==> config.mk <==
export PLATFORM = sky130hd
export DESIGN_NAME = rsp_return
export DESIGN_NICKNAME = d
export VERILOG_FILES = /design/src/bus_pkg.sv /design/src/rsp_return.sv
export VERILOG_INCLUDE_DIRS = /design/src /design/src/src
export SDC_FILE = /design/constraint.sdc
export NUM_CORES = 1
export LEC_CHECK = 0
export BUFFER_PORTS_ARGS = -buffer_cell sky130_fd_sc_hd__buf_2
export CORE_AREA = 8 8 45 47
export DETAILED_ROUTE_END_ITERATION = 8
export DIE_AREA = 0 0 53 55
export GPL_ROUTABILITY_DRIVEN = 0
export GPL_TIMING_DRIVEN = 1
export MAX_ROUTING_LAYER = met4
export PLACE_DENSITY = 0.46
export SLEW_MARGIN = 25
export SYNTH_ARGS = -nofsm -noshare
export SYNTH_HDL_FRONTEND = slang
export SYNTH_SLANG_ARGS = --single-unit
==> constraint.sdc <==
create_clock -name vclk -period 0.8
set_clock_uncertainty 0.15 [all_clocks]
set_input_delay 0.04 -clock vclk [all_inputs]
set_output_delay 0.04 -clock vclk [all_outputs]
set_load 0.01 [all_outputs]
==> src/bridge_cfg.svh <==
// Global sizes for the bridge slave. CLKS_PER_BIT is short for simulation only, so raise it for real baud rates
`ifndef BRIDGE_CFG_SVH
`define BRIDGE_CFG_SVH

// --------------------
// Bus side
// --------------------
`define BRIDGE_DATA_W       8       // One data word
`define BRIDGE_ADDR_W       12      // Top bit selects the bridge
`define BRIDGE_LOCAL_DEPTH  2048    // Words behind address bit 11 == 0

// Queue depth, equal to the credits the requester starts with
`define BRIDGE_CREDITS      2

// --------------------
// Link side
// --------------------
`define BRIDGE_CLKS_PER_BIT 8       // Clock cycles per UART bit

`endif

==> src/bus_pkg.sv <==
// Bus-side types. Request is write flag, address, data from MSB down; read data is zero on write responses
`include "bridge_cfg.svh"

package bus_pkg;

    // Plain vectors with a meaning
    typedef logic [`BRIDGE_DATA_W-1:0] data_t;        // One data word
    typedef logic [`BRIDGE_ADDR_W-1:0] addr_t;        // Full address, MSB = bridge select
    typedef logic [`BRIDGE_ADDR_W-2:0] local_addr_t;  // Address without the select bit

    // Request from the requester, 21 bits
    typedef struct packed {
        logic  write;   // 1 = write, 0 = read
        addr_t addr;
        data_t data;    // Ignored for reads
    } bus_req_t;

    // Response back to the requester, 9 bits
    typedef struct packed {
        logic  write;   // Echo of the request type
        data_t data;    // Read data, zero for writes
    } bus_rsp_t;

endpackage

==> src/rsp_return.sv <==
// Response merge, purely combinational. clk feeds only the check that the execute stages never finish together
`timescale 1ns/1ps

module rsp_return
    import bus_pkg::*;
(
    input  logic     clk,
    input  logic     local_done,
    input  logic     bridge_done,
    input  bus_rsp_t local_rsp,
    input  bus_rsp_t bridge_rsp,
    output logic     rsp_valid,
    output bus_rsp_t rsp,
    output logic     credit_return,
    output logic     slot_free
);

    // Only one transfer is in execute, so at most one done
    assign rsp_valid     = local_done || bridge_done;
    assign rsp           = bridge_done ? bridge_rsp : local_rsp;
    assign credit_return = rsp_valid;   // Requester gets its credit back
    assign slot_free     = rsp_valid;   // Queue may issue the next one

    a_one_done: assert property (@(posedge clk)
        !(local_done && bridge_done));

endmodule

# Word-level counts from Yosys, hierarchy flattened
# Index checks and enable logic that the tools add are counted.
totals:
  input_bits: 21
  output_inout_bits: 12
  word_cells: 2
  register_bits: 0
op_classes:
  n_mux: 1
  reduce_logical: 1
ops:
  columns: ["operator", "n"]
  rows:
  - ["$mux 9", 1]
  - ["$logic_or 1x1->1", 1]

# Logic depth before layout (Yosys ltp)
# Gate-level depths: netlist (run 1).
depth:
  ltp_word: 1
  depth_mapped: 3
  ltp_nobuf: 1

# Worst setup path before layout (run 1)
# Ideal clock, no wire load.
synth_timing:
  path_type: "in2out"
  from: "input port bridge_done"
  to: "output port rsp_valid"
  path_stages: 3
  n_path_buf: 2
  t_arrival_ps: 614
  setup_slack_ps: -4
  required_ps: 610
  path_cell_list: "buf_6 -> or2_1 -> buf_4"
synth_between:
  elab_chain_cells: 1
synth_lines:
  columns: ["element", "line", "text"]
  rows:
  - ["start: declaration", "rsp_return.sv:9", "input logic bridge_done,"]
  - ["$logic_or 1x1->1", "rsp_return.sv:19", "assign rsp_valid = local_done || bridge_done;"]
  - ["end: declaration", "rsp_return.sv:12", "output logic rsp_valid,"]
# No other way between the ends.

==> reports/results.ini, run 1 <==
[run_status]
status = finished clean

[die]
coreArea_um2 = 1384
die_width_um = 53
start_util_pct = 12.12
fp.dieH_um = 55
die_area_um2 = 2915
rows = 14
ios = 33

[routing]
final_antenna_net_count = 0
drt_wl_total_um = 943
vias = 220
drt_iter0_drc = 2
drtPass1Iterations = 2
drc = 0
vias_per_cell = 3.729
wl_per_cell_um = 15.98

[sta]
fin_crit_ns = 0.7966
max_slew_margin_pct = 94.74
rsz0062_at_grt = true
max_freq_mhz = 1255
drv_slew = 0
final-hold-violation-count = 0
setup_viol = 0
worst_pin_slew_ns = 0.07952
tns_ns = 0
min_period_over_period_pct = 99.58

[cells_and_area]
syn2layout_area_growth_pct = 126.1
clock_buffers = 0
final_nets = 66
drive_gt1_share_pct = 100.0
diodes = 0
regArea_um2 = 0
seq_cell_count = 0
design_area_um2 = 379.1

[global_route]
grt_first_pass_wirelength_um = 1214
antenna_found_initial = 0
grt_pass1_vias = 255
grt_max_degree = 11
globalRouteOverflowTotal = 0
gr-usage-all-layers_pct = 5.839

[synthesis]
syn-cell-area_um2 = 167.7
syn-num-nets = 34
synth.yosys.seq_area_share_pct = 0
syn_avg_cell_area_um2 = 12.90
syn_inst = 13
synth.distinct_cells = 4
yosysWarnings = 0

[critical_path]
worstPathMaxFanout = 5
worstPathRequired_ns = 0.61
worstSetupPathType = in2out
start_kind = input port
critPathCaptureType = output pin
cp.arrival_ns = 0.61

[flow_run]
cap_violations = 0

[clock_tree]
post_cts.repair.setup_buffers = 0
cts-hold-fix-buffers = 0

[placement]
placed_area_um2 = 324.1
numPortBuffers = 32

[hold_path]
hold_class = in2out

[power_and_ir_drop]
intPower_w = 0.0001485
p_sw_share_pct = 35.67
power_frac_comb_pct = 100.0
p_switching_w = 0.00008235
powerDensity_nw_per_um2 = 608.9
seq_power_share_pct = 0
p_leak_nw = 0.2235
share_clk_of_total_power_pct = 0
peakVddDrop_mv = 0.1716

layout by cell type (no fill, tap or decap):
master and instances:
buf_2 28, mux2_4 9, buf_6 2, or2_4 1, clkbuf_16 1, buf_12 1, buf_4 1
cell usage after synthesis, drive strengths merged:
cell type | count | area share [%]
buf | 3 | 16
mux2 | 9 | 81
or2 | 1 | 3.7
through the flow:
step | setup slack [ns] | std cells | power, W | hold slack, ns | util (%)
floorplan | 0.02658 | 13 | 0.0001135 | 0.03979 | -
global placement | -0.1759 | 58 | 0.0002035 | 0.2454 | 23.42
detailed placement | -0.1885 | 58 | 0.0002029 | 0.2465 | 23.42
CTS | 0.0003079 | 58 | 0.0002111 | 0.2473 | 24.50
global route | -0.005759 | 59 | 0.0002467 | 0.2434 | 27.40
finish | 0.003363 | 59 | 0.0002308 | 0.2340 | 27.40
cell families after synthesis:
kind of cell	synth area share (%)
mux	80.60
buf+inv	15.67
simple gates	3.734
power by group through the flow:
stage                     Sequential [W]  Combinational (W)  Clock [W]
after CTS                              0           0.000211          0
after global placement                 0           0.000203          0
after detailed placement               0           0.000203          0
after global routing                   0           0.000247          0
final                                  0           0.000231          0
after floorplan                        0           0.000114          0
area by class of cell:
| class | count | area (um2) |
|---|---|---|
| well taps | 16 | 20.02 |
| fillers | 148 | 1005 |
| repair buffers | 33 | 215.2 |
| multi-input cells | 10 | 143.9 |
worst paths after layout:
| check | slack [ns] | startpoint | to | depth (start not counted) |
|---|---|---|---|---|
| worst min-delay path | 0.23 | local_rsp[0] | rsp[0] | 3 |
| worst max-delay path | 0.003 | bridge_done | rsp[2] | 3 |
layer usage:
layer  share of wire, %  GRT usage [%]
met1                 56          10.11
met2                 24          4.883
met5                  0              -
met3                 21          3.209
met4                  0              0
what timing repair did:
action	4_1_cts	5_1_grt
resized for setup	4	3
pin swaps	0	0
setup endpoints to repair	12	6
cloned	0	1
worst max-delay path: stages:
cell and delay [ns]:
clkbuf_16 0.14, mux2_4 0.28, buf_2 0.14
No activity file was read; power rests on OpenSTA's default activity.
==> inputs of run 2 (changes only) <==
- REMOVE_ABC_BUFFERS: not set -> 1
- TNS_END_PERCENT: not set -> 100
==> run 2 against run 1 <==
Effect of this change: routed wire length fell by 9.8%; setup slack better by 0.0055 ns; critical path type unchanged; core utilization increased by 0.090 points; sequential share of layout area did not move; total power grew 4.2%; die area is the same; clock-buffer cell count did not move; highest routed layer unchanged; hold slack is essentially flat; via count decreased by 0.45%; global-route usage decreased by 0.51 points.
==> reports/results.ini, run 2 (synthesized netlist as in run 1, its figures left out) <==
[critical_path]
worstSetupPathType = in2out
start_kind = input port
critPathTopFamily = multiplexers
path_depth = 3  ; unchanged
cp_slowest_cell = mux2_4
cp.arrival_ns = 0.60  ; about the same
critPathCaptureType = output pin
cp.buffers_inverters = 2  ; unchanged
worstPathRequired_ns = 0.61  ; about the same
crit_chain = buf_12 -> mux2_4 -> buf_2
worstPathMaxFanout = 10  ; +5
crit_path_max_incr_delay_ns = 0.29  ; about the same

[placement]
numPortBuffers = 32  ; unchanged
dp_slack_ns = -0.1825  ; +0.005987 ns

[cells_and_area]
final_nets = 65  ; -1.5%
layout_common_cells = 24 x buf_2, 9 x mux2_4, 7 x buf_6, 1 x or2_1, 1 x buf_12
diodes = 0  ; unchanged
regArea_um2 = 0  ; unchanged
final_common_cell = buf_2
syn2layout_area_growth_pct = 126.9
seq_cell_count = 0  ; unchanged
clock_buffers = 0  ; unchanged
drive_gt1_share_pct = 97.62  ; -2.4 points

[routing]
wl_met3_um = 140  ; -28%
wl_met1_um = 524  ; -0.38%
wl_met2_um = 186  ; -16%
highest_layer = met3
wl_per_cell_um = 14.67  ; -8.2%
drt_iter0_drc = 0  ; -2
vias = 219  ; -0.45%
drtPass1Iterations = 1  ; -1
vias_per_cell = 3.776  ; +1.3%
drt_wl_total_um = 851  ; -9.8%
drc = 0  ; unchanged
final_antenna_net_count = 0  ; unchanged

[clock_tree]
cts-hold-fix-buffers = 0  ; unchanged

[sta]
fin_crit_ns = 0.7911  ; -0.005533 ns
max_slew_margin_pct = 94.71  ; about the same
rsz0062_at_grt = false
drv_slew = 0  ; unchanged
worst_pin_slew_ns = 0.07943  ; -0.00009072 ns
holdWs_ns = 0.2337  ; -0.0003350 ns
tns_ns = 0  ; unchanged
min_period_over_period_pct = 98.89  ; -0.69 points
max_freq_mhz = 1264  ; +0.70%
final-hold-violation-count = 0  ; unchanged
finalWorstSetupSlack_ns = 0.008896  ; +0.005533 ns
setup_viol = 0  ; unchanged

[global_route]
antenna_found_initial = 0  ; unchanged
grt_pass1_vias = 272  ; +6.7%
globalRouteOverflowTotal = 0  ; unchanged
gr-usage-all-layers_pct = 5.334  ; -0.51 points
grt_max_degree = 11  ; unchanged
grt_first_pass_wirelength_um = 1145  ; -5.7%

[die]
fp.dieH_um = 55  ; unchanged
die_width_um = 53  ; unchanged
start_util_pct = 12.12  ; unchanged
rows = 14  ; unchanged
die_area_um2 = 2915  ; unchanged
coreArea_um2 = 1384  ; unchanged
ios = 33  ; unchanged

[hold_path]
hold_class = in2out
holdPathStages = 3  ; unchanged
hp-start = bridge_rsp[7]
hold_end = rsp[7]

[power_and_ir_drop]
p_leak_nw = 0.2194  ; -1.8%
powerDensity_nw_per_um2 = 632.2  ; +3.8%
peakVddDrop_mv = 0.1687  ; -1.7%

[flow_run]
cap_violations = 0  ; unchanged

[run_status]
status = finished clean

run 2: changes by cell type in the layout (fill, tap and decap cells not counted):
| cell | delta |
|---|---|
| buf_2 | -4 |
| clkbuf_16 | -1 |
| buf_4 | -1 |
| or2_1 | +1 |
| or2_4 | -1 |
| buf_6 | +5 |
run 2: cell type report:
| type | instances | area [um2] |
|---|---|---|
| tap | 16 | 20.02 |
| timing repair buffer | 32 | 219.0 |
| fill | 162 | 1003 |
| multi-input combinational | 10 | 141.4 |
run 2: worst max-delay path by stage:
stage	start	endpoint	slack (ns)
2_1_floorplan	bridge_done	credit_return	0.24
3_3_place_gp	bridge_done	rsp[4]	-0.18
3_5_place_dp	bridge_done	rsp[4]	-0.18
4_1_cts	bridge_done	rsp[7]	0.001
5_1_grt	bridge_done	rsp[8]	0.0005
6_report	bridge_done	rsp[8]	0.009
run 2: tightest hold or removal path, cell delays in order:
cell and delay [ns]:
buf_2 0.07, mux2_4 0.14, buf_6 0.09
run 2: timing repair:
action / in CTS / in global routing
setup buffers: 0 / 0
resized for setup: 5 / 8
setup endpoints to repair: 12 / 6
gates cloned: 0 / 0
run 2: power breakdown:
part / switching, W / internal, W
clock: 0 / 0
combinational: 0.0000847 / 0.000156
sequential: 0 / 0
total: 0.0000847 / 0.000156
run 2: metrics by stage:
stage | power [W] | cell area (um2) | util (%) | instances
after floorplan | 0.00008967 | 141.4 | - | 10
after global placement | 0.0001981 | 321.6 | 23.24 | 58
after detailed placement | 0.0001998 | 321.6 | 23.24 | 58
after CTS | 0.0002134 | 342.8 | 24.77 | 58
after global routing | 0.0002535 | 380.4 | 27.49 | 58
final | 0.0002405 | 380.4 | 27.49 | 58
run 2: routing by layer:
metal,GRT usage (%),vias to the layer above
met2,4.688,32
met3,2.674,0
li1,-,103
met5,-,-
met1,9.201,84
met4,0,0
