--- config.mk ---
export PLATFORM = sky130hd
export DESIGN_NAME = req_queue
export DESIGN_NICKNAME = d
export VERILOG_FILES = /design/src/bus_pkg.sv /design/src/req_queue.sv
export VERILOG_INCLUDE_DIRS = /design/src /design/src/src
export SDC_FILE = /design/constraint.sdc
export NUM_CORES = 1
export LEC_CHECK = 0
export BUFFER_PORTS_ARGS = -buffer_cell sky130_fd_sc_hd__buf_2
export CAP_MARGIN = 30
export CORE_UTILIZATION = 55
export DETAILED_ROUTE_END_ITERATION = 12
export PLACE_DENSITY = 0.8
export SLEW_MARGIN = 30
export SYNTH_ARGS = -nofsm -noshare
export SYNTH_HDL_FRONTEND = slang
export SYNTH_SLANG_ARGS = --single-unit
--- constraint.sdc ---
create_clock -name clk -period 3 [get_ports clk]
set_input_delay 0 -clock clk [delete_from_list [all_inputs] [get_ports clk]]
set_output_delay 0 -clock clk [all_outputs]
set_load 0.1 [all_outputs]
--- src/bridge_cfg.svh ---
// Global sizes for the bridge slave. CLKS_PER_BIT is short for simulation only, so raise it for real baud rates
`ifndef BRIDGE_CFG_SVH
`define BRIDGE_CFG_SVH

// --------------------
// Bus side
// --------------------
`define BRIDGE_DATA_W       8       // One data word
`define BRIDGE_ADDR_W       12      // Top bit selects the bridge
`define BRIDGE_LOCAL_DEPTH  2048    // Words behind address bit 11 == 0

// Queue depth, equal to the credits the requester starts with
`define BRIDGE_CREDITS      2

// --------------------
// Link side
// --------------------
`define BRIDGE_CLKS_PER_BIT 8       // Clock cycles per UART bit

`endif

--- src/bus_pkg.sv ---
// Bus-side types. Request is write flag, address, data from MSB down; read data is zero on write responses
`include "bridge_cfg.svh"

package bus_pkg;

    // Plain vectors with a meaning
    typedef logic [`BRIDGE_DATA_W-1:0] data_t;        // One data word
    typedef logic [`BRIDGE_ADDR_W-1:0] addr_t;        // Full address, MSB = bridge select
    typedef logic [`BRIDGE_ADDR_W-2:0] local_addr_t;  // Address without the select bit

    // Request from the requester, 21 bits
    typedef struct packed {
        logic  write;   // 1 = write, 0 = read
        addr_t addr;
        data_t data;    // Ignored for reads
    } bus_req_t;

    // Response back to the requester, 9 bits
    typedef struct packed {
        logic  write;   // Echo of the request type
        data_t data;    // Read data, zero for writes
    } bus_rsp_t;

endpackage

--- src/req_queue.sv ---
// Credit-backed request FIFO. Requester must hold a credit per push; issues one transfer at a time
`timescale 1ns/1ps
`include "bridge_cfg.svh"

module req_queue
    import bus_pkg::*;
(
    input  logic     clk,
    input  logic     rstn,
    input  logic     req_valid,     // Push, spends one credit
    input  bus_req_t req,
    input  logic     slot_free,     // Execute stage finished
    output logic     issue_local,
    output logic     issue_bridge,
    output bus_req_t issue_req
);

    localparam int DEPTH = `BRIDGE_CREDITS;
    localparam int PTR_W = (DEPTH > 1) ? $clog2(DEPTH) : 1;
    localparam int CNT_W = $clog2(DEPTH + 1);

    bus_req_t           fifo [DEPTH];  // Queue storage
    logic [PTR_W-1:0]   wr_ptr;
    logic [PTR_W-1:0]   rd_ptr;
    logic [CNT_W-1:0]   count;         // Entries held
    logic               busy;          // One transfer is out in the execute stage
    logic               push;
    logic               pop;
    bus_req_t           head;

    assign push = req_valid;
    assign pop  = !busy && (count != '0);  // Only when execute stage is free
    assign head = fifo[rd_ptr];

    // --------------------
    // Storage and issued payload
    // --------------------
    always_ff @(posedge clk) begin
        if (push) begin
            fifo[wr_ptr] <= req;
        end
        if (pop) begin
            issue_req <= head;     // Held until the next issue
        end
    end

    // --------------------
    // Pointers, count, issue pulses
    // --------------------
    always_ff @(posedge clk or negedge rstn) begin
        if (!rstn) begin
            wr_ptr       <= '0;
            rd_ptr       <= '0;
            count        <= '0;
            busy         <= 1'b0;
            issue_local  <= 1'b0;
            issue_bridge <= 1'b0;
        end else begin
            if (push) begin
                wr_ptr <= (wr_ptr == PTR_W'(DEPTH - 1)) ? '0 : wr_ptr + 1'b1;
            end
            if (pop) begin
                rd_ptr <= (rd_ptr == PTR_W'(DEPTH - 1)) ? '0 : rd_ptr + 1'b1;
            end
            case ({push, pop})
                2'b10:   count <= count + 1'b1;
                2'b01:   count <= count - 1'b1;
                default: count <= count;   // Both or neither
            endcase
            // Route on the select bit
            issue_local  <= pop && !head.addr[`BRIDGE_ADDR_W-1];
            issue_bridge <= pop &&  head.addr[`BRIDGE_ADDR_W-1];
            if (pop) begin
                busy <= 1'b1;
            end else if (slot_free) begin
                busy <= 1'b0;              // Response went out, next may issue
            end
        end
    end

    // Requester pushed without holding a credit
    a_no_push_full: assert property (@(posedge clk) disable iff (!rstn)
        req_valid |-> (count < CNT_W'(DEPTH)));

    a_one_issue: assert property (@(posedge clk) disable iff (!rstn)
        !(issue_local && issue_bridge));

endmodule

# [Word-level counts from Yosys, hierarchy flattened]
# Memory sizes are Yosys's and may differ from the RTL's.
# Index checks and enable logic that the tools add are counted.
[totals] mem_bits_rw=42 regBits=28 in_bits=25 output_inout_bits=23 memories=1
[op_classes] n_reduce_logical=8 add_sub_neg=4 mux=7 n_eq_ne=2
[memory_table] memory="fifo" depth=2 word_bits=21 rd=1 rd_ports_with_merged_regs=0 wr=1 line_no="req_queue.sv:22" source="bus_req_t fifo [DEPTH];"
[ops] cell="$mux W1" n=6
[ops] cell="$reduce_bool A2 Y1" n=3
[ops] cell="$pmux W2 S2" n=1
[ops] cell="$logic_and A1 B1 Y1" n=3
[ops] cell="$add A1 B1 Y1 const B" n=2
[ops] cell="$add A2 B1 Y2 const B" n=1
[ops] cell="$eq A2 B1 Y1 const B" n=1
[ops] cell="$eq A2 B2 Y1 const B" n=1
[ops] cell="$logic_not A1 Y1" n=2
[ops] cell="$sub A2 B1 Y2 const B" n=1

# [Longest topological paths before layout]
[depth] word_depth=4 ltp_mapped=6

# [Worst setup path after synthesis]
# Ideal clock, no wire load.
[synth_timing] kind="register to register" from="register busy" to="register count[1]" n_path_buf=0 t_arrival_ps=1664 slack_ps=1256 stages_incl_launch_ff=6 path_cell_list="dfrtp_1 o21bai_2 inv_1 ha_1 nor2_1 xor2_1"
[synth_via] elab_chain_len=4 elab_cells_between_ends=6 cone_classes="2 x eq/ne; 1 x mux; 3 x reduce/logical"
[synth_rtl] item="start, declared" line_no="req_queue.sv:26" source="logic busy;"
[synth_rtl] item="start signal, assigned" line_no="req_queue.sv:55" source="busy <= 1'b0;"
[synth_rtl] item="start signal, assigned" line_no="req_queue.sv:74" source="busy <= 1'b1;"
[synth_rtl] item="start signal, assigned" line_no="req_queue.sv:76" source="busy <= 1'b0;"
[synth_rtl] item="$logic_not A1 Y1 *" line_no="req_queue.sv:32" source="assign pop = !busy && (count != '0);"
[synth_rtl] item="$logic_and A1 B1 Y1 *" line_no="req_queue.sv:32"
[synth_rtl] item="via pop" line_no="req_queue.sv:28" source="logic pop;"
[synth_rtl] item="$eq A2 B1 Y1 or $eq A2 B2 Y1 (tied branches)" line_no="req_queue.sv:65" source="case ({push, pop})"
[synth_rtl] item="$pmux W2 S2 or $reduce_bool A2 Y1 (tied branches)"
[synth_rtl] item="end signal, assigned" line_no="req_queue.sv:66" source="2'b10: count <= count + 1'b1;"
[synth_rtl] item="end signal, assigned" line_no="req_queue.sv:67" source="2'b01: count <= count - 1'b1;"
[synth_rtl] item="end signal, assigned" line_no="req_queue.sv:68" source="default: count <= count;"
[synth_rtl] item="end, declared" line_no="req_queue.sv:25" source="logic [CNT_W-1:0] count;"
# Mark *: on every way through the listed nets, which the timed path passes. The rest lies on a longest branch.
# A chain may end at the register's enable or synchronous reset.

# [Worst setup path in the final report]
[layout_timing] from="register wr_ptr" to="memory fifo[0][20] (netlist bit) (enable)"
[layout_lines] item="start, declared" line_no="req_queue.sv:23" source="logic [PTR_W-1:0] wr_ptr;"
[layout_lines] item="start signal, assigned" line_no="req_queue.sv:60" source="wr_ptr <= (wr_ptr == PTR_W'(DEPTH - 1)) ? '0 : wr_ptr + 1'b1;"
[layout_lines] item="end, declared" line_no="req_queue.sv:22"
# Straight into the memory's write port.

==> flow_metrics.tcl <==
set metrics [dict create \
    max-clock-path-buffers 2 \
    grt.total_usage_pct 19.33 \
    layout-drive-gt1-share_pct 34.69 \
    holdWs_ns 0.04489 \
    cp.arrival_ns 1.61 \
    dr.pass1.iters 4 \
    total_nets_final 218 \
    h_tree_depth 3 \
    synth_warnings 0 \
    ports 48 \
    globalRouteMet1Util_pct 18.69 \
    globalRouteMet2Util_pct 34.31 \
    worst_slew_pin_slew_ns 0.7137 \
    status "finished clean" \
    dp_slack_ns 1.393 \
    route.detailed.drc 0 \
    largest_fanout_of_any_net_on_the_critical_path 13 \
    timing.critical_path.cells "nor2_2 > buf_4" \
    post_synth.cell_area_avg_um2 22.27 \
    critPathSlowestCell "sky130_fd_sc_hd__nor2_2" \
    postLayoutSetupSlackWorst_ns 1.417 \
    clk-insertion-delay-late_ns 0.33 \
    cts.repair.resized 0 \
    mappedNetlistNets 135 \
    postCtsHoldBufs 24 \
    max_freq_mhz 631.7 \
    final-hold-violation-count 0 \
    finalNonFillerCells 246 \
    die_width_um 68.43 \
    max-slew-margin-rel_pct 52.37 \
    busiest_layer "met2" \
    antenna_cells_inserted 0 \
    slowest_delay_ns 0.56 \
    met3_usage_pct 6.500 \
    cts_root_buffer "sky130_fd_sc_hd__clkbuf_8" \
    timing.critical_path.required_ns 3.03 \
    routedWlPerCell_um 15.53 \
    path_clk_slew_ns 0.06 \
    post_synth_inst_count 109 \
    final_max_slew_viol_count 0 \
    rsz0062_at_grt "no" \
    cts_num_sinks 70 \
    place.gp.congestion 0.7163 \
    clock-skew-final_ns 0.009093 \
    area_of_the_die_um2 4683 \
    drt-total-wl_mm 3.821 \
    post-dp-hpwl_mm 2.322 \
    ant_nets 0 \
    core_area_um2 4115 \
    drv_cap 0 \
    grt_first_pass_wirelength_mm 5.754 \
    period_needed_ns 1.583 \
    initial_util_pct 58.98 \
    commonest_non_fill_non_tap_cells_in_the_layout "63 x sky130_fd_sc_hd__edfxtp_1, 47 x sky130_fd_sc_hd__buf_2, 24 x sky130_fd_sc_hd__dlygate4sd3_1, 19 x sky130_fd_sc_hd__mux2_1, 9 x sky130_fd_sc_hd__clkbuf_8" \
    routed_via_density 5.020 \
    synth_cell_types 15 \
    critPathLaunchType "flop" \
    timing.hold.worst.class "input port to async pin" \
    die_y_um 68.43 \
    synth-seq-area-share_pct 85.15 \
    via_count_of_the_routed_design 1235 \
    postCtsSetupBuffers 0 \
    crit_type "flop to flop" \
    number_of_global_route_vias_before_repair 1274 \
    area_growth_pct 30.93 \
    mappedNetlistArea_um2 2427 \
    clock_tree_from_tritoncts "built" \
    layout_commonest_cell "sky130_fd_sc_hd__edfxtp_1" \
    place.port_buffers 47 \
    post-place-cells 207 \
    period_share_pct 52.77 \
    setup_tns_ns 0 \
    ys_ff_latch 70 \
    timing.final.setup_violations 0 \
    largest_net_degree_at_the_start_of_global_routing 22 \
    floorplan_row_count 23 \
    drt_iter0_drc 52 \
    grt_antenna_before_repair 0 \
    global_route.overflow_total 0 \
    cts_made_buffers 9 \
    reg2reg_slack_ns 1.42 \
    crit_path_end_kind "flop" \
]
==> cells in the mapped netlist <==
| library cell | n | area (um2) |
|---|---|---|
| sky130_fd_sc_hd__o21bai_2 | 1 | 11.26 |
| sky130_fd_sc_hd__ha_1 | 1 | 12.51 |
| sky130_fd_sc_hd__xnor2_1 | 3 | 26.28 |
| sky130_fd_sc_hd__nor2b_1 | 1 | 6.260 |
| sky130_fd_sc_hd__nor2_1 | 3 | 11.26 |
| sky130_fd_sc_hd__a21oi_1 | 1 | 5.000 |
| sky130_fd_sc_hd__nor3_1 | 1 | 5.000 |
| sky130_fd_sc_hd__mux2_2 | 2 | 22.52 |
| sky130_fd_sc_hd__edfxtp_1 | 63 | 1892 |
| sky130_fd_sc_hd__mux2_1 | 19 | 214.0 |
| sky130_fd_sc_hd__and2_1 | 1 | 6.260 |
| sky130_fd_sc_hd__dfrtp_1 | 7 | 175.2 |
| sky130_fd_sc_hd__buf_4 | 2 | 15.01 |
| sky130_fd_sc_hd__xor2_1 | 2 | 17.52 |
| sky130_fd_sc_hd__inv_1 | 2 | 7.510 |
==> critical path: cells and delay by family, from the launching register on <==
family                 cells  cell delay, ns
DFF                        1            0.41
buffers and inverters      1            0.31
and+or+nand+nor            1            0.56
==> cell type report <==
type / count / area, um2
Clock buffer: 9 / 123.9
Sequential cell: 70 / 2067
Tap cell: 50 / 62.56
Clock inverter: 6 / 77.57
Fill cell: 248 / 937.1
Inverter: 2 / 7.507
Timing Repair Buffer: 74 / 498.0
Multi-Input combinational cell: 35 / 341.6
==> kinds of logic after synthesis <==
family          count (synthesis)  synth area share [%]
buf+inv                         4                0.9278
fa+ha+maj                       1                0.5154
compound gates                  2                0.6699
mux                            21                 9.742
simple gates                    6                 1.186
xor+xnor                        5                 1.804
flops                          70                 85.15
==> worst paths after layout <==
kind	cells after the start	end	start
worst max-delay path	2	fifo[0][20]	wr_ptr
min in group clk	3	busy	slot_free
worst min-delay path	2	busy	rstn
worst max register to register	2	fifo[0][20]	wr_ptr
max in group asynchronous	2	rd_ptr	rstn
worst min register to register	1	busy	busy
==> through the flow <==
stage	area [um2]	util, %
after floorplan	2427	-
after global placement	2735	66.46
after detailed placement	2735	66.46
after CTS	3177	77.20
after global routing	3178	77.23
final	3178	77.23
==> per-layer routing <==
| metal | vias up | wire (um) |
|---|---|---|
| met5 | - | 0 |
| met2 | 37 | 2116 |
| met1 | 604 | 1443 |
| met3 | 14 | 152 |
| met4 | 0 | 108 |
| li1 | 580 | - |
==> state kept, by name (all words and copies together), names as in the netlist <==
signal and count:
busy 1, count 2, fifo 42, issue_bridge 1
issue_local 1, issue_req 21, rd_ptr 1, wr_ptr 1
Power is left out: the tool's default activity adds up to more than one toggle a clock period on the data nets, which glitch-free logic cannot reach.
