==> src/bridge_cfg.svh <==
// Global sizes for the bridge slave. CLKS_PER_BIT is short for simulation only, so raise it for real baud rates
`ifndef BRIDGE_CFG_SVH
`define BRIDGE_CFG_SVH

// --------------------
// Bus side
// --------------------
`define BRIDGE_DATA_W       8       // One data word
`define BRIDGE_ADDR_W       12      // Top bit selects the bridge
`define BRIDGE_LOCAL_DEPTH  2048    // Words behind address bit 11 == 0

// Queue depth, equal to the credits the requester starts with
`define BRIDGE_CREDITS      2

// --------------------
// Link side
// --------------------
`define BRIDGE_CLKS_PER_BIT 8       // Clock cycles per UART bit

`endif

==> src/uart_pkg.sv <==
// Link-side types. Frame fields run mode, data, address from MSB to LSB and are sent LSB first
`include "bridge_cfg.svh"

package uart_pkg;

    // Frame sent to the remote system, 21 bits
    typedef struct packed {
        logic                      mode;  // 1 = write, 0 = read
        logic [`BRIDGE_DATA_W-1:0] data;  // Zero on reads
        logic [`BRIDGE_ADDR_W-1:0] addr;  // Full bus address, select bit included
    } uart_frame_t;

    typedef logic [7:0] uart_byte_t;      // Reply byte for a remote read

    // Bridge engine FSM
    typedef enum logic [1:0] {
        st_idle,
        st_send,
        st_tx_wait,
        st_rx_wait
    } bridge_state_e;

endpackage

==> src/uart_link.sv <==
// 8N1-style UART, 21-bit TX frames and 8-bit RX bytes. No RX framing error report; a bad stop bit drops the byte
`timescale 1ns/1ps
`include "bridge_cfg.svh"

module uart_link
    import uart_pkg::*;
(
    input  logic        clk,
    input  logic        rstn,
    input  logic        tx_start,   // Only while tx_busy is low
    input  uart_frame_t tx_frame,
    output logic        tx_busy,
    output logic        u_tx,
    input  logic        u_rx,
    output logic        rx_valid,   // One-cycle pulse per byte
    output uart_byte_t  rx_byte
);

    localparam int CPB     = `BRIDGE_CLKS_PER_BIT;
    localparam int CLK_W   = $clog2(CPB);
    localparam int FRAME_W = $bits(uart_frame_t);
    localparam int MID     = CPB / 2 - 1;   // Sample point inside a bit

    // --------------------
    // Transmit
    // --------------------
    logic [FRAME_W:0]          tx_shift;    // Frame plus stop bit
    logic [CLK_W-1:0]          tx_clk_cnt;
    logic [$clog2(FRAME_W+2)-1:0] tx_bit_cnt;  // 0 = start, FRAME_W+1 = stop
    logic                      tx_load;
    logic                      tx_tick;

    assign tx_load = tx_start && !tx_busy;
    assign tx_tick = tx_busy && (tx_clk_cnt == CLK_W'(CPB - 1));  // End of a bit

    always_ff @(posedge clk) begin
        if (tx_load) begin
            tx_shift <= {1'b1, tx_frame};
        end else if (tx_tick) begin
            tx_shift <= {1'b1, tx_shift[FRAME_W:1]};  // LSB first
        end
    end

    always_ff @(posedge clk or negedge rstn) begin
        if (!rstn) begin
            tx_busy    <= 1'b0;
            u_tx       <= 1'b1;       // Line idles high
            tx_clk_cnt <= '0;
            tx_bit_cnt <= '0;
        end else if (tx_load) begin
            tx_busy    <= 1'b1;
            u_tx       <= 1'b0;       // Start bit
            tx_clk_cnt <= '0;
            tx_bit_cnt <= '0;
        end else if (tx_busy) begin
            tx_clk_cnt <= tx_tick ? '0 : tx_clk_cnt + 1'b1;
            if (tx_tick) begin
                if (tx_bit_cnt == ($bits(tx_bit_cnt))'(FRAME_W + 1)) begin
                    tx_busy <= 1'b0;  // Stop bit done
                    u_tx    <= 1'b1;
                end else begin
                    u_tx       <= tx_shift[0];
                    tx_bit_cnt <= tx_bit_cnt + 1'b1;
                end
            end
        end
    end

    // --------------------
    // Receive
    // --------------------
    logic             rx_meta;
    logic             rx_sync;     // Synchronized line
    logic             rx_active;
    logic [CLK_W-1:0] rx_clk_cnt;
    logic [3:0]       rx_bit_cnt;  // 0 = start, 1..8 data, 9 = stop
    logic             rx_mid;
    uart_byte_t       rx_shift;

    assign rx_mid  = rx_active && (rx_clk_cnt == CLK_W'(MID));
    assign rx_byte = rx_shift;     // Stable in the rx_valid cycle

    always_ff @(posedge clk) begin
        if (rx_mid && (rx_bit_cnt >= 4'd1) && (rx_bit_cnt <= 4'd8)) begin
            rx_shift <= {rx_sync, rx_shift[7:1]};
        end
    end

    always_ff @(posedge clk or negedge rstn) begin
        if (!rstn) begin
            rx_meta    <= 1'b1;
            rx_sync    <= 1'b1;
            rx_active  <= 1'b0;
            rx_clk_cnt <= '0;
            rx_bit_cnt <= '0;
            rx_valid   <= 1'b0;
        end else begin
            rx_meta  <= u_rx;
            rx_sync  <= rx_meta;
            rx_valid <= 1'b0;
            if (!rx_active) begin
                if (!rx_sync) begin    // Falling edge, start bit
                    rx_active  <= 1'b1;
                    rx_clk_cnt <= '0;
                    rx_bit_cnt <= '0;
                end
            end else begin
                rx_clk_cnt <= (rx_clk_cnt == CLK_W'(CPB - 1)) ? '0 : rx_clk_cnt + 1'b1;
                if (rx_mid) begin
                    if ((rx_bit_cnt == 4'd0) && rx_sync) begin
                        rx_active <= 1'b0;        // Glitch, not a start bit
                    end else if (rx_bit_cnt == 4'd9) begin
                        rx_active <= 1'b0;
                        rx_valid  <= rx_sync;     // Good stop bit
                    end else begin
                        rx_bit_cnt <= rx_bit_cnt + 1'b1;
                    end
                end
            end
        end
    end

    // Engine must wait for the previous frame to leave
    a_no_start_busy: assert property (@(posedge clk) disable iff (!rstn)
        tx_busy |-> !tx_start);

endmodule

==> config.mk <==
export PLATFORM = sky130hd
export DESIGN_NAME = uart_link
export DESIGN_NICKNAME = d
export VERILOG_FILES = /design/src/uart_pkg.sv /design/src/uart_link.sv
export VERILOG_INCLUDE_DIRS = /design/src /design/src/src
export SDC_FILE = /design/constraint.sdc
export NUM_CORES = 1
export LEC_CHECK = 0
export BUFFER_PORTS_ARGS = -buffer_cell sky130_fd_sc_hd__buf_2
export CORE_ASPECT_RATIO = 1.5
export CORE_MARGIN = 1
export CORE_UTILIZATION = 56
export CTS_CLUSTER_SIZE = 10
export DETAILED_ROUTE_END_ITERATION = 6
export GPL_ROUTABILITY_DRIVEN = 0
export PLACE_DENSITY = 0.81
export SLEW_MARGIN = 0
export SYNTH_ARGS = -nofsm -noshare
export SYNTH_HDL_FRONTEND = slang
export SYNTH_SLANG_ARGS = --single-unit
==> constraint.sdc <==
create_clock -name clk -period 2.8 [get_ports clk]
set_clock_uncertainty 0.05 [all_clocks]
set_input_delay 0.14 -clock clk [delete_from_list [all_inputs] [get_ports clk]]
set_output_delay 0.14 -clock clk [all_outputs]
set_load 0.02 [all_outputs]
Word level (Yosys, flattened, before mapping)
Cells that the tools add are included.
Storage, ports and cells
  register bits: 50
  bits of input ports: 25
  word-level logic and storage cells: 75
  output and inout port bits: 11
Cells by class
  order comparisons: 2
  reduce and logical (&&, ||, !) cells: 13
  mux-type cells: 34
  equality and inequality tests: 10
  add/subtract/negate cells: 4
Operators by type and width (count)
  $mux 21: 2
  $mux 4: 5
  $mux 5: 4
  $mux 3: 6
  $mux 1: 17
  $add 3x1->3 const B: 2
  $eq 3x3->1 const B: 2
  $logic_and 1x1->1: 6
  $ne 2x2->1 const B: 3
  $add 5x1->5 const B: 1
  $eq 5x5->1 const B: 1
  $add 4x1->4 const B: 1
  $eq 4x4->1 const B: 1
  $ge 4x1->1 const B: 1
  $le 4x4->1 const B: 1
  $logic_not 4->1: 1
  $ne 2x1->1 const B: 2
  $reduce_and 4->1: 1
  $reduce_bool 2->1: 2
  $eq 3x2->1 const B: 1
  $reduce_and 3->1: 1
  $reduce_and 2->1: 1
  $logic_not 1->1: 1

Longest topological paths before layout
Gate-level depths: netlist of run 1.
  depth after elaboration: 5
  depth in mapped cells: 6
  gate-level depth less buffers: 5

Worst setup path after synthesis of run 1
OpenSTA, ideal clock, no wires.
  path kind: reg-to-reg
  start: register rx_bit_cnt[0]
  end: register rx_shift[0], in the netlist rx_byte[0] (enable)
  clock period less this slack: 1.987 ns
  arrival time: 1.550 ns
  cell stages (with the launch flop): 6
  buffers on the path: 0
  path slack: 0.813 ns
  cells stage by stage: dfrtp_1 > inv_1 > ha_1 > nand2b_1 > nor3_1 > a211oi_1
On the way
  cells in the longest elaborated chain, start to end: 3
  elaborated cells on any way between the ends: 4
  those cells by class: 2 x order compare; 2 x reduce/logical
Ends and longest elaborated chain
  start, declared: RTL line uart_link.sv:76  | logic [3:0] rx_bit_cnt;
  start signal, assigned: RTL line uart_link.sv:116  | rx_bit_cnt <= rx_bit_cnt + 1'b1;
  $ge 4x1->1: RTL line uart_link.sv:84  | if (rx_mid && (rx_bit_cnt >= 4'd1) && (rx_bit_cnt <= 4'd8)) begin
  $logic_and 1x1->1: RTL line uart_link.sv:84
  $logic_and 1x1->1 *: RTL line uart_link.sv:84
  end signal, assigned: RTL line uart_link.sv:85  | rx_shift <= {rx_sync, rx_shift[7:1]};
  end, declared: RTL line uart_link.sv:78  | uart_byte_t rx_shift;
Mark *: on every way between the ends. The rest lies on a longest branch, timed or not.
A chain may end at the register's enable or synchronous reset.

Final worst setup path of run 1
  start: register tx_clk_cnt[0]
  end: register tx_shift[5] (enable)
On the way
  cells in the longest elaborated chain, start to end: 3
Ends and longest elaborated chain
  start, declared: RTL line uart_link.sv:28  | logic [CLK_W-1:0] tx_clk_cnt;
  start signal, assigned: RTL line uart_link.sv:56  | tx_clk_cnt <= tx_tick ? '0 : tx_clk_cnt + 1'b1;
  $eq 3x3->1: RTL line uart_link.sv:34  | assign tx_tick = tx_busy && (tx_clk_cnt == CLK_W'(CPB - 1));
  $logic_and 1x1->1: RTL line uart_link.sv:34
  $reduce_bool 2->1 (no source line)
  end signal, assigned: RTL line uart_link.sv:38  | tx_shift <= {1'b1, tx_frame};
  end signal, assigned: RTL line uart_link.sv:40  | tx_shift <= {1'b1, tx_shift[FRAME_W:1]};
  end, declared: RTL line uart_link.sv:27  | logic [FRAME_W:0] tx_shift;
No other way between the ends.

==> results by group, run 1 <==
Synth
  • Synth Area in Simple Gates: 20.9%
  • Top cells by area, synth: edfxtp_1 (38%), dfrtp_1 (19%), nand2_1 (12%)
  • Syn Area/Cell: 10.9 um^2
  • Yosys top cell area share: 37.5%
  • Synth warn: 0
  • Largest family of logic cells by synthesized area: simple AND/OR/NAND/NOR gates
  • Asr flop ratio synth: 42.0%
  • Synth Area in Compound Gates: 8.57%
  • Mux contribution to synthesized area: 0.431%
  • Post-Synthesis Cells: 212
  • Post-Synth XOR/XNOR Area: 0.377%
  • Net Count, Synth: 247
  • Yosys cell types: 40
  • Post-Syn Area: 0.00232 mm^2
  • Biggest area consumer among synthesized cells: edfxtp_1
  • Primary FF master, synth: edfxtp_1
  • Synth Register Bits: 50
  • Sequential fraction of the synthesis area: 60.3%
  • EDFF count, synth: 29
  • Adder-cell share of the synthesized area: 5.39%

Pwr
  • Max IR drop VDD: 0.000693 V
  • Total power: 0.00226 W
  • P_leak: 1.16 nW
  • Power density over cell area: 863 mW/mm^2

Final layout
  • Final core utilization: 66.2%
  • Layout fillers: 315
  • Multi-input gate area: 827 um^2
  • Share of layout cells above drive strength 1: 21.5%
  • Final Instance Area: 0.00262 mm^2
  • Most frequent cells in the layout: nand2_1 (74), buf_2 (35), edfxtp_1 (29)
  • Commonest non-fill, non-tap cell in the layout: nand2_1
  • # diodes: 0
  • Area delta synth->final: 12.9%
  • Nets@finish: 285
  • Register area: 0.00140 mm^2

Placement
  • Placement Setup Slack: 1.04 ns
  • Port Buffers: 35
  • Placed Area: 0.00251 mm^2
  • Post-detail-place hpwl: 2820 um

Worst setup path
  • Worst setup EP type: register
  • Buf+Inv Stages, Crit Path: 1
  • Max incr delay on CP: 0.38 ns
  • Delay-heaviest family, CP: adder cells
  • Slowest CP cell: dfrtp_1
  • Crit Path Category: reg -> reg
  • Critical Path, Cell by Cell: ha_1, ha_1, nand2_1, nand2_1, buf_4
  • Setup crit start kind: register
  • Crit path required time: 2.73 ns
  • Crit path arrival time: 1.68 ns
  • Critical path fanouts, max: 21

Flow run
  • MaxCap Viol Count: 0

Clock tree
  • Root Buffer: clkbuf_8
  • Clock buffer depth: 2
  • CTS H-Tree Depth: 2
  • Clk pin slew, worst setup/hold paths: 0.09 ns
  • Skew-Pair Late Insertion Delay: 0.29 ns
  • TritonCTS clock tree: yes
  • Post-CTS Setup Bufs: 0
  • Clock Sinks: 50
  • Cts bufs inserted: 5

Floorplanning
  • Die area: 0.00441 mm^2
  • Die W: 54.6 um
  • Num ports: 36
  • Die Y: 80.8 um
  • Row count: 28
  • CORE AREA: 0.00396 mm^2
  • Initial Util: 58.6%

Timing
  • Max_slew headroom: 52.5%
  • Setup WS post-layout: 1.05 ns
  • Final Hold Viols: 0
  • Fmax: 572 MHz
  • Final period utilization: 62.4%
  • Final Setup Violations: 0
  • Worst-margin pin slew: 0.713 ns
  • Tmin final: 1.75 ns
  • RSZ-0062 raised after global routing: no
  • Setup TNS: 0 ns
  • Fin. max-slew vios: 0

Global routing
  • Overflow after GRT: 0
  • GRT Total Usage: 20.0%
  • First-pass GRT wire length: 6340 um
  • Initial antenna violation count: 0
  • Vias in the first global route: 1467
  • Largest net degree at the start of global routing: 24

Detailed routing
  • Vias: 1595
  • Initial DRC Count: 47
  • DRC viols: 0
  • DR pass1 iterations: 5
  • Via-per-instance ratio: 5.39
  • Post-Route WL: 3930 um
  • Detail Route Antenna Nets: 0
  • DR WL/cell: 13.3 um

Hold path
  • Hold crit path type: in -> reg

Status
  • Status: finished, final reports clean
==> per-stage QoR <==
| stage | hold slack [ns] | instances |
|---|---|---|
| finish | 0.0497 | 296 |
| global route | 0.0513 | 296 |
| CTS | 0.0429 | 296 |
| detailed placement | 0.0755 | 286 |
| global placement | 0.0706 | 286 |
| floorplan | -0.206 | 212 |
==> where the power goes <==
group          internal, W  switching (W)
clock             0.000176       0.000230
combinational     0.000305       0.000361
sequential         0.00103       0.000158
total              0.00151       0.000749
==> cells by family (layout without fill, tap and decap cells) <==
logic type,count (synthesis),after routing
buffers and inverters,17,56
AND/OR/NAND/NOR,104,104
multiplexers,1,1
XOR/XNOR,1,1
adder cells (fa/ha/maj),10,10
AO/OA/AOI/OAI,29,29
flip-flops,50,50
==> area by class of cell <==
class,count,area share [%]
flip-flops and latches,50,53.4
multi-input cells,145,31.6
repair buffers,40,8.31
clock buffers,5,2.63
well taps,45,2.15
inverters,8,1.15
clock inverters,3,0.811
==> Yosys cell counts, types with 2 or more instances <==
library cell / n
nand3_1: 6
nand2_1: 74
edfxtp_1: 29
buf_2: 6
dfrtp_1: 18
a31oi_1: 4
nand2b_1: 3
inv_1: 8
ha_1: 10
a32o_1: 2
nand4b_1: 2
o211ai_1: 2
nor2_1: 4
o21ai_0: 9
o31ai_1: 2
and2b_1: 2
buf_6: 3
nand4_1: 2
dfstp_2: 3
nor3_1: 2
a22o_1: 2
==> registers in the layout, indices dropped and copies added (netlist names) <==
register and count:
tx_shift 21, rx_byte 8, tx_bit_cnt 5, rx_bit_cnt 4, rx_clk_cnt 3, tx_clk_cnt 3
rx_active 1, rx_meta 1, rx_sync 1, rx_valid 1, tx_busy 1, u_tx 1
==> per-layer routing <==
layer / global-route usage (%) / wire (um) / part of all wire (%) / vias to the layer above
li1: - / - / - / 810
met1: 22.9 / 1710 / 44 / 748
met2: 35.9 / 2040 / 52 / 29
met3: 3.93 / 122 / 3.1 / 8
met4: 6.41 / 58 / 1.5 / 0
met5: 0 / 0 / 0 / -
==> final timing paths <==
path,depth (start not counted),slack [ns],start,end
worst max-delay path,5,1.05,tx_clk_cnt[0]$_DFFE_PN0P_,tx_shift[5]$_DFFE_PP_
worst min-delay path,3,0.05,tx_frame[12],tx_shift[12]$_DFFE_PP_
worst max register to register,5,1.05,tx_clk_cnt[0]$_DFFE_PN0P_,tx_shift[5]$_DFFE_PP_
worst min register to register,0,0.31,rx_meta$_DFF_PN1_,rx_sync$_DFF_PN1_
max in group asynchronous,2,2.06,rstn,u_tx$_DFFE_PN1P_
min in group asynchronous,2,0.28,rstn,tx_bit_cnt[4]$_DFFE_PN0P_
==> worst min-delay path, cell delays in order <==
cell     delay, ns
buf_2         0.07
nand2_1       0.04
nand2_1       0.04
==> timing repair <==
| action | CTS | global route |
|---|---|---|
| setup endpoints to repair | 0 | 0 |
| hold buffers | 2 | 0 |
| hold endpoints to repair | 19 | 0 |
| resized for setup | 0 | 0 |
Note: power is estimated with default switching activity, not from simulation.
==> run 2: changes to the inputs <==
--- a/config.mk
+++ b/config.mk
@@ -9,11 +9,11 @@
 export BUFFER_PORTS_ARGS = -buffer_cell sky130_fd_sc_hd__buf_2
 export CORE_ASPECT_RATIO = 1.5
 export CORE_MARGIN = 1
-export CORE_UTILIZATION = 56
+export CORE_UTILIZATION = 50
 export CTS_CLUSTER_SIZE = 10
 export DETAILED_ROUTE_END_ITERATION = 6
 export GPL_ROUTABILITY_DRIVEN = 0
-export PLACE_DENSITY = 0.81
+export PLACE_DENSITY = 0.76
 export SLEW_MARGIN = 0
 export SYNTH_ARGS = -nofsm -noshare
 export SYNTH_HDL_FRONTEND = slang
==> constraint.sdc (replaced) <==
create_clock -name clk -period 1.6 [get_ports clk]
set_clock_uncertainty 0.05 [all_clocks]
set_input_delay 0.08 -clock clk [delete_from_list [all_inputs] [get_ports clk]]
set_output_delay 0.08 -clock clk [all_outputs]
set_load 0.02 [all_outputs]
==> results by group, run 2 (synthesized netlist as in run 1, its figures left out) <==
Final layout
  • # diodes: 0 (unchanged)
  • Nets@finish: 318 (+12%)
  • Commonest non-fill, non-tap cell in the layout: nand2_1
  • Share of layout cells above drive strength 1: 26.4% (+4.9 points)
  • Finished Layout Cells: 332 (+12%)
  • Area delta synth->final: 28.5%
  • Reg with most FFs: tx_shift
  • Register area: 0.00140 mm^2 (unchanged)
  • Max FFs per register: 21 (unchanged)
  • Most frequent cells in the layout: nand2_1 (72), buf_2 (35), edfxtp_1 (29)
  • Layout fillers: 356 (+13%)
  • Multi-input gate area: 875 um^2 (+5.7%)

Global routing
  • Initial antenna violation count: 0 (unchanged)
  • Largest net degree at the start of global routing: 23 (-4.2%)
  • Vias in the first global route: 1732 (+18%)
  • Overflow after GRT: 0 (unchanged)
  • First-pass GRT wire length: 7330 um (+16%)
  • GRT Total Usage: 19.7% (-0.30 points)

Worst setup path
  • Crit path required time: 1.58 ns (-1.15 ns)
  • Critical Path, Cell by Cell: ha_2, ha_4, nand2_4, a211oi_4, buf_4
  • Slowest CP cell: dfrtp_1
  • Setup crit start kind: register
  • Worst setup EP type: register
  • Crit path arrival time: 1.50 ns (-0.18 ns)
  • Critical path fanouts, max: 5 (-76%)
  • Max incr delay on CP: 0.38 ns (about the same)
  • Crit Path Category: reg -> reg

Timing
  • Tmin final: 1.52 ns (-0.229 ns)
  • Worst hold slack: -0.00113 ns (-0.0509 ns)
  • Final period utilization: 95.0% (+33 points)
  • Setup WS post-layout: 0.0805 ns (-0.971 ns)
  • Final Setup Violations: 0 (unchanged)
  • Fmax: 658 MHz (+15%)
  • Final Hold Viols: 1 (+1)
  • Fin. max-slew vios: 0 (unchanged)
  • Max_slew headroom: 68.4% (+16 points)
  • Worst-margin pin slew: 0.472 ns (-0.241 ns)

Detailed routing
  • DR pass1 iterations: 6 (+1)
  • DRC viols: 3 (+3)
  • Post-Route WL: 4320 um (+10%)
  • DR WL/cell: 13.0 um (-1.9%)
  • Detail Route Antenna Nets: 0 (unchanged)
  • Vias: 1744 (+9.3%)
  • Via-per-instance ratio: 5.25 (-2.5%)
  • Initial DRC Count: 96 (+100%)

Placement
  • Port Buffers: 35 (unchanged)
  • Dpl cells: 300 (+4.9%)
  • Post-detail-place hpwl: 2710 um (-3.9%)
  • Placement Setup Slack: -0.0284 ns (-1.07 ns)

Clock tree
  • Clock buffer depth: 2 (unchanged)
  • TritonCTS clock tree: yes
  • Skew-Pair Late Insertion Delay: 0.30 ns (about the same)
  • Clock Sinks: 50 (unchanged)
  • Root Buffer: clkbuf_8
  • Clk pin slew, worst setup/hold paths: 0.09 ns (about the same)
  • CTS H-Tree Depth: 2 (unchanged)
  • Cts bufs inserted: 5 (unchanged)

Status
  • Status: finished, violations left
  • Violated checks: DRC, hold timing

Floorplanning
  • Row count: 30 (+7.1%)
  • Initial Util: 51.5% (-7.1 points)
  • Die area: 0.00492 mm^2 (+12%)
  • CORE AREA: 0.00450 mm^2 (+14%)
  • Die W: 57.6 um (+5.6%)
  • Num ports: 36 (unchanged)
  • Die Y: 85.4 um (+5.7%)

Pwr
  • Power density over cell area: 1440 mW/mm^2 (+67%)
  • Max IR drop VDD: 0.000649 V (-6.3%)
  • P_leak: 1.31 nW (+13%)

Flow run
  • MaxCap Viol Count: 0 (unchanged)

Hold path
  • Hold crit path type: in -> reg
==> run 2: final timing paths <==
kind | slack, ns | cells after the start | from | endpoint
max in group asynchronous | 0.95 | 2 | rstn | u_tx$_DFFE_PN1P_
worst min-delay path | -0.001 | 3 | tx_frame[13] | tx_shift[13]$_DFFE_PP_
worst min register to register | 0.31 | 0 | rx_meta$_DFF_PN1_ | rx_sync$_DFF_PN1_
worst max-delay path | 0.08 | 5 | rx_clk_cnt[0]$_DFFE_PN0P_ | rx_byte[5]$_DFFE_PP_
worst max register to register | 0.08 | 5 | rx_clk_cnt[0]$_DFFE_PN0P_ | rx_byte[5]$_DFFE_PP_
min in group asynchronous | 0.20 | 2 | rstn | rx_bit_cnt[1]$_DFFE_PN0P_
==> run 2: stage by stage <==
step / utilization [%] / setup TNS [ns] / hold slack, ns / instance area, um^2 / power (W)
after floorplan: - / 0 / -0.266 / 2370 / 0.00305
after global placement: 58.9 / 0 / 0.0182 / 2660 / 0.00347
after detailed placement: 58.9 / -0.226 / 0.0191 / 2660 / 0.00351
after CTS: 65.7 / 0 / 0.000525 / 2960 / 0.00431
after global routing: 66.2 / -0.00905 / 0.0196 / 2980 / 0.00464
final: 66.2 / 0 / -0.00113 / 2980 / 0.00430
==> run 2: critical path: cells and delay by family (launching register included) <==
kind | cells | cell delay [ns]
flip-flops | 1 | 0.38
adder cells (fa/ha/maj) | 2 | 0.35
AO/OA/AOI/OAI | 1 | 0.22
buffers and inverters | 1 | 0.17
AND/OR/NAND/NOR | 1 | 0.06
==> run 2: repair_timing <==
item,in CTS,in global routing
hold buffers,20,2
resized for setup,0,1
setup buffers,2,0
endpoints found under the hold margin,37,2
endpoints found under the setup margin,8,25
pin swaps,1,0
==> run 2: area by class of cell <==
cell class	instances	share of cell area, %
sequential	50	46.9
tap	48	2.01
clock inverter	3	0.713
inverter	8	1.01
timing repair buffer	73	17.7
clock buffer	5	2.31
multi-input combinational	145	29.3
==> run 2: report_power, final <==
group	leakage, nW	internal [W]	total [W]	switching [W]
clock	0.0441	0.000307	0.000725	0.000417
combinational	0.766	0.000763	0.00154	0.000779
sequential	0.505	0.00181	0.00203	0.000229
==> run 2: routing by layer <==
layer / up-vias / track usage [%] / wire [um]
met4: 0 / 9.98 / 83
met3: 7 / 3.35 / 158
li1: 871 / - / -
met2: 33 / 35.2 / 2230
met1: 833 / 22.0 / 1850
met5: - / 0 / 0
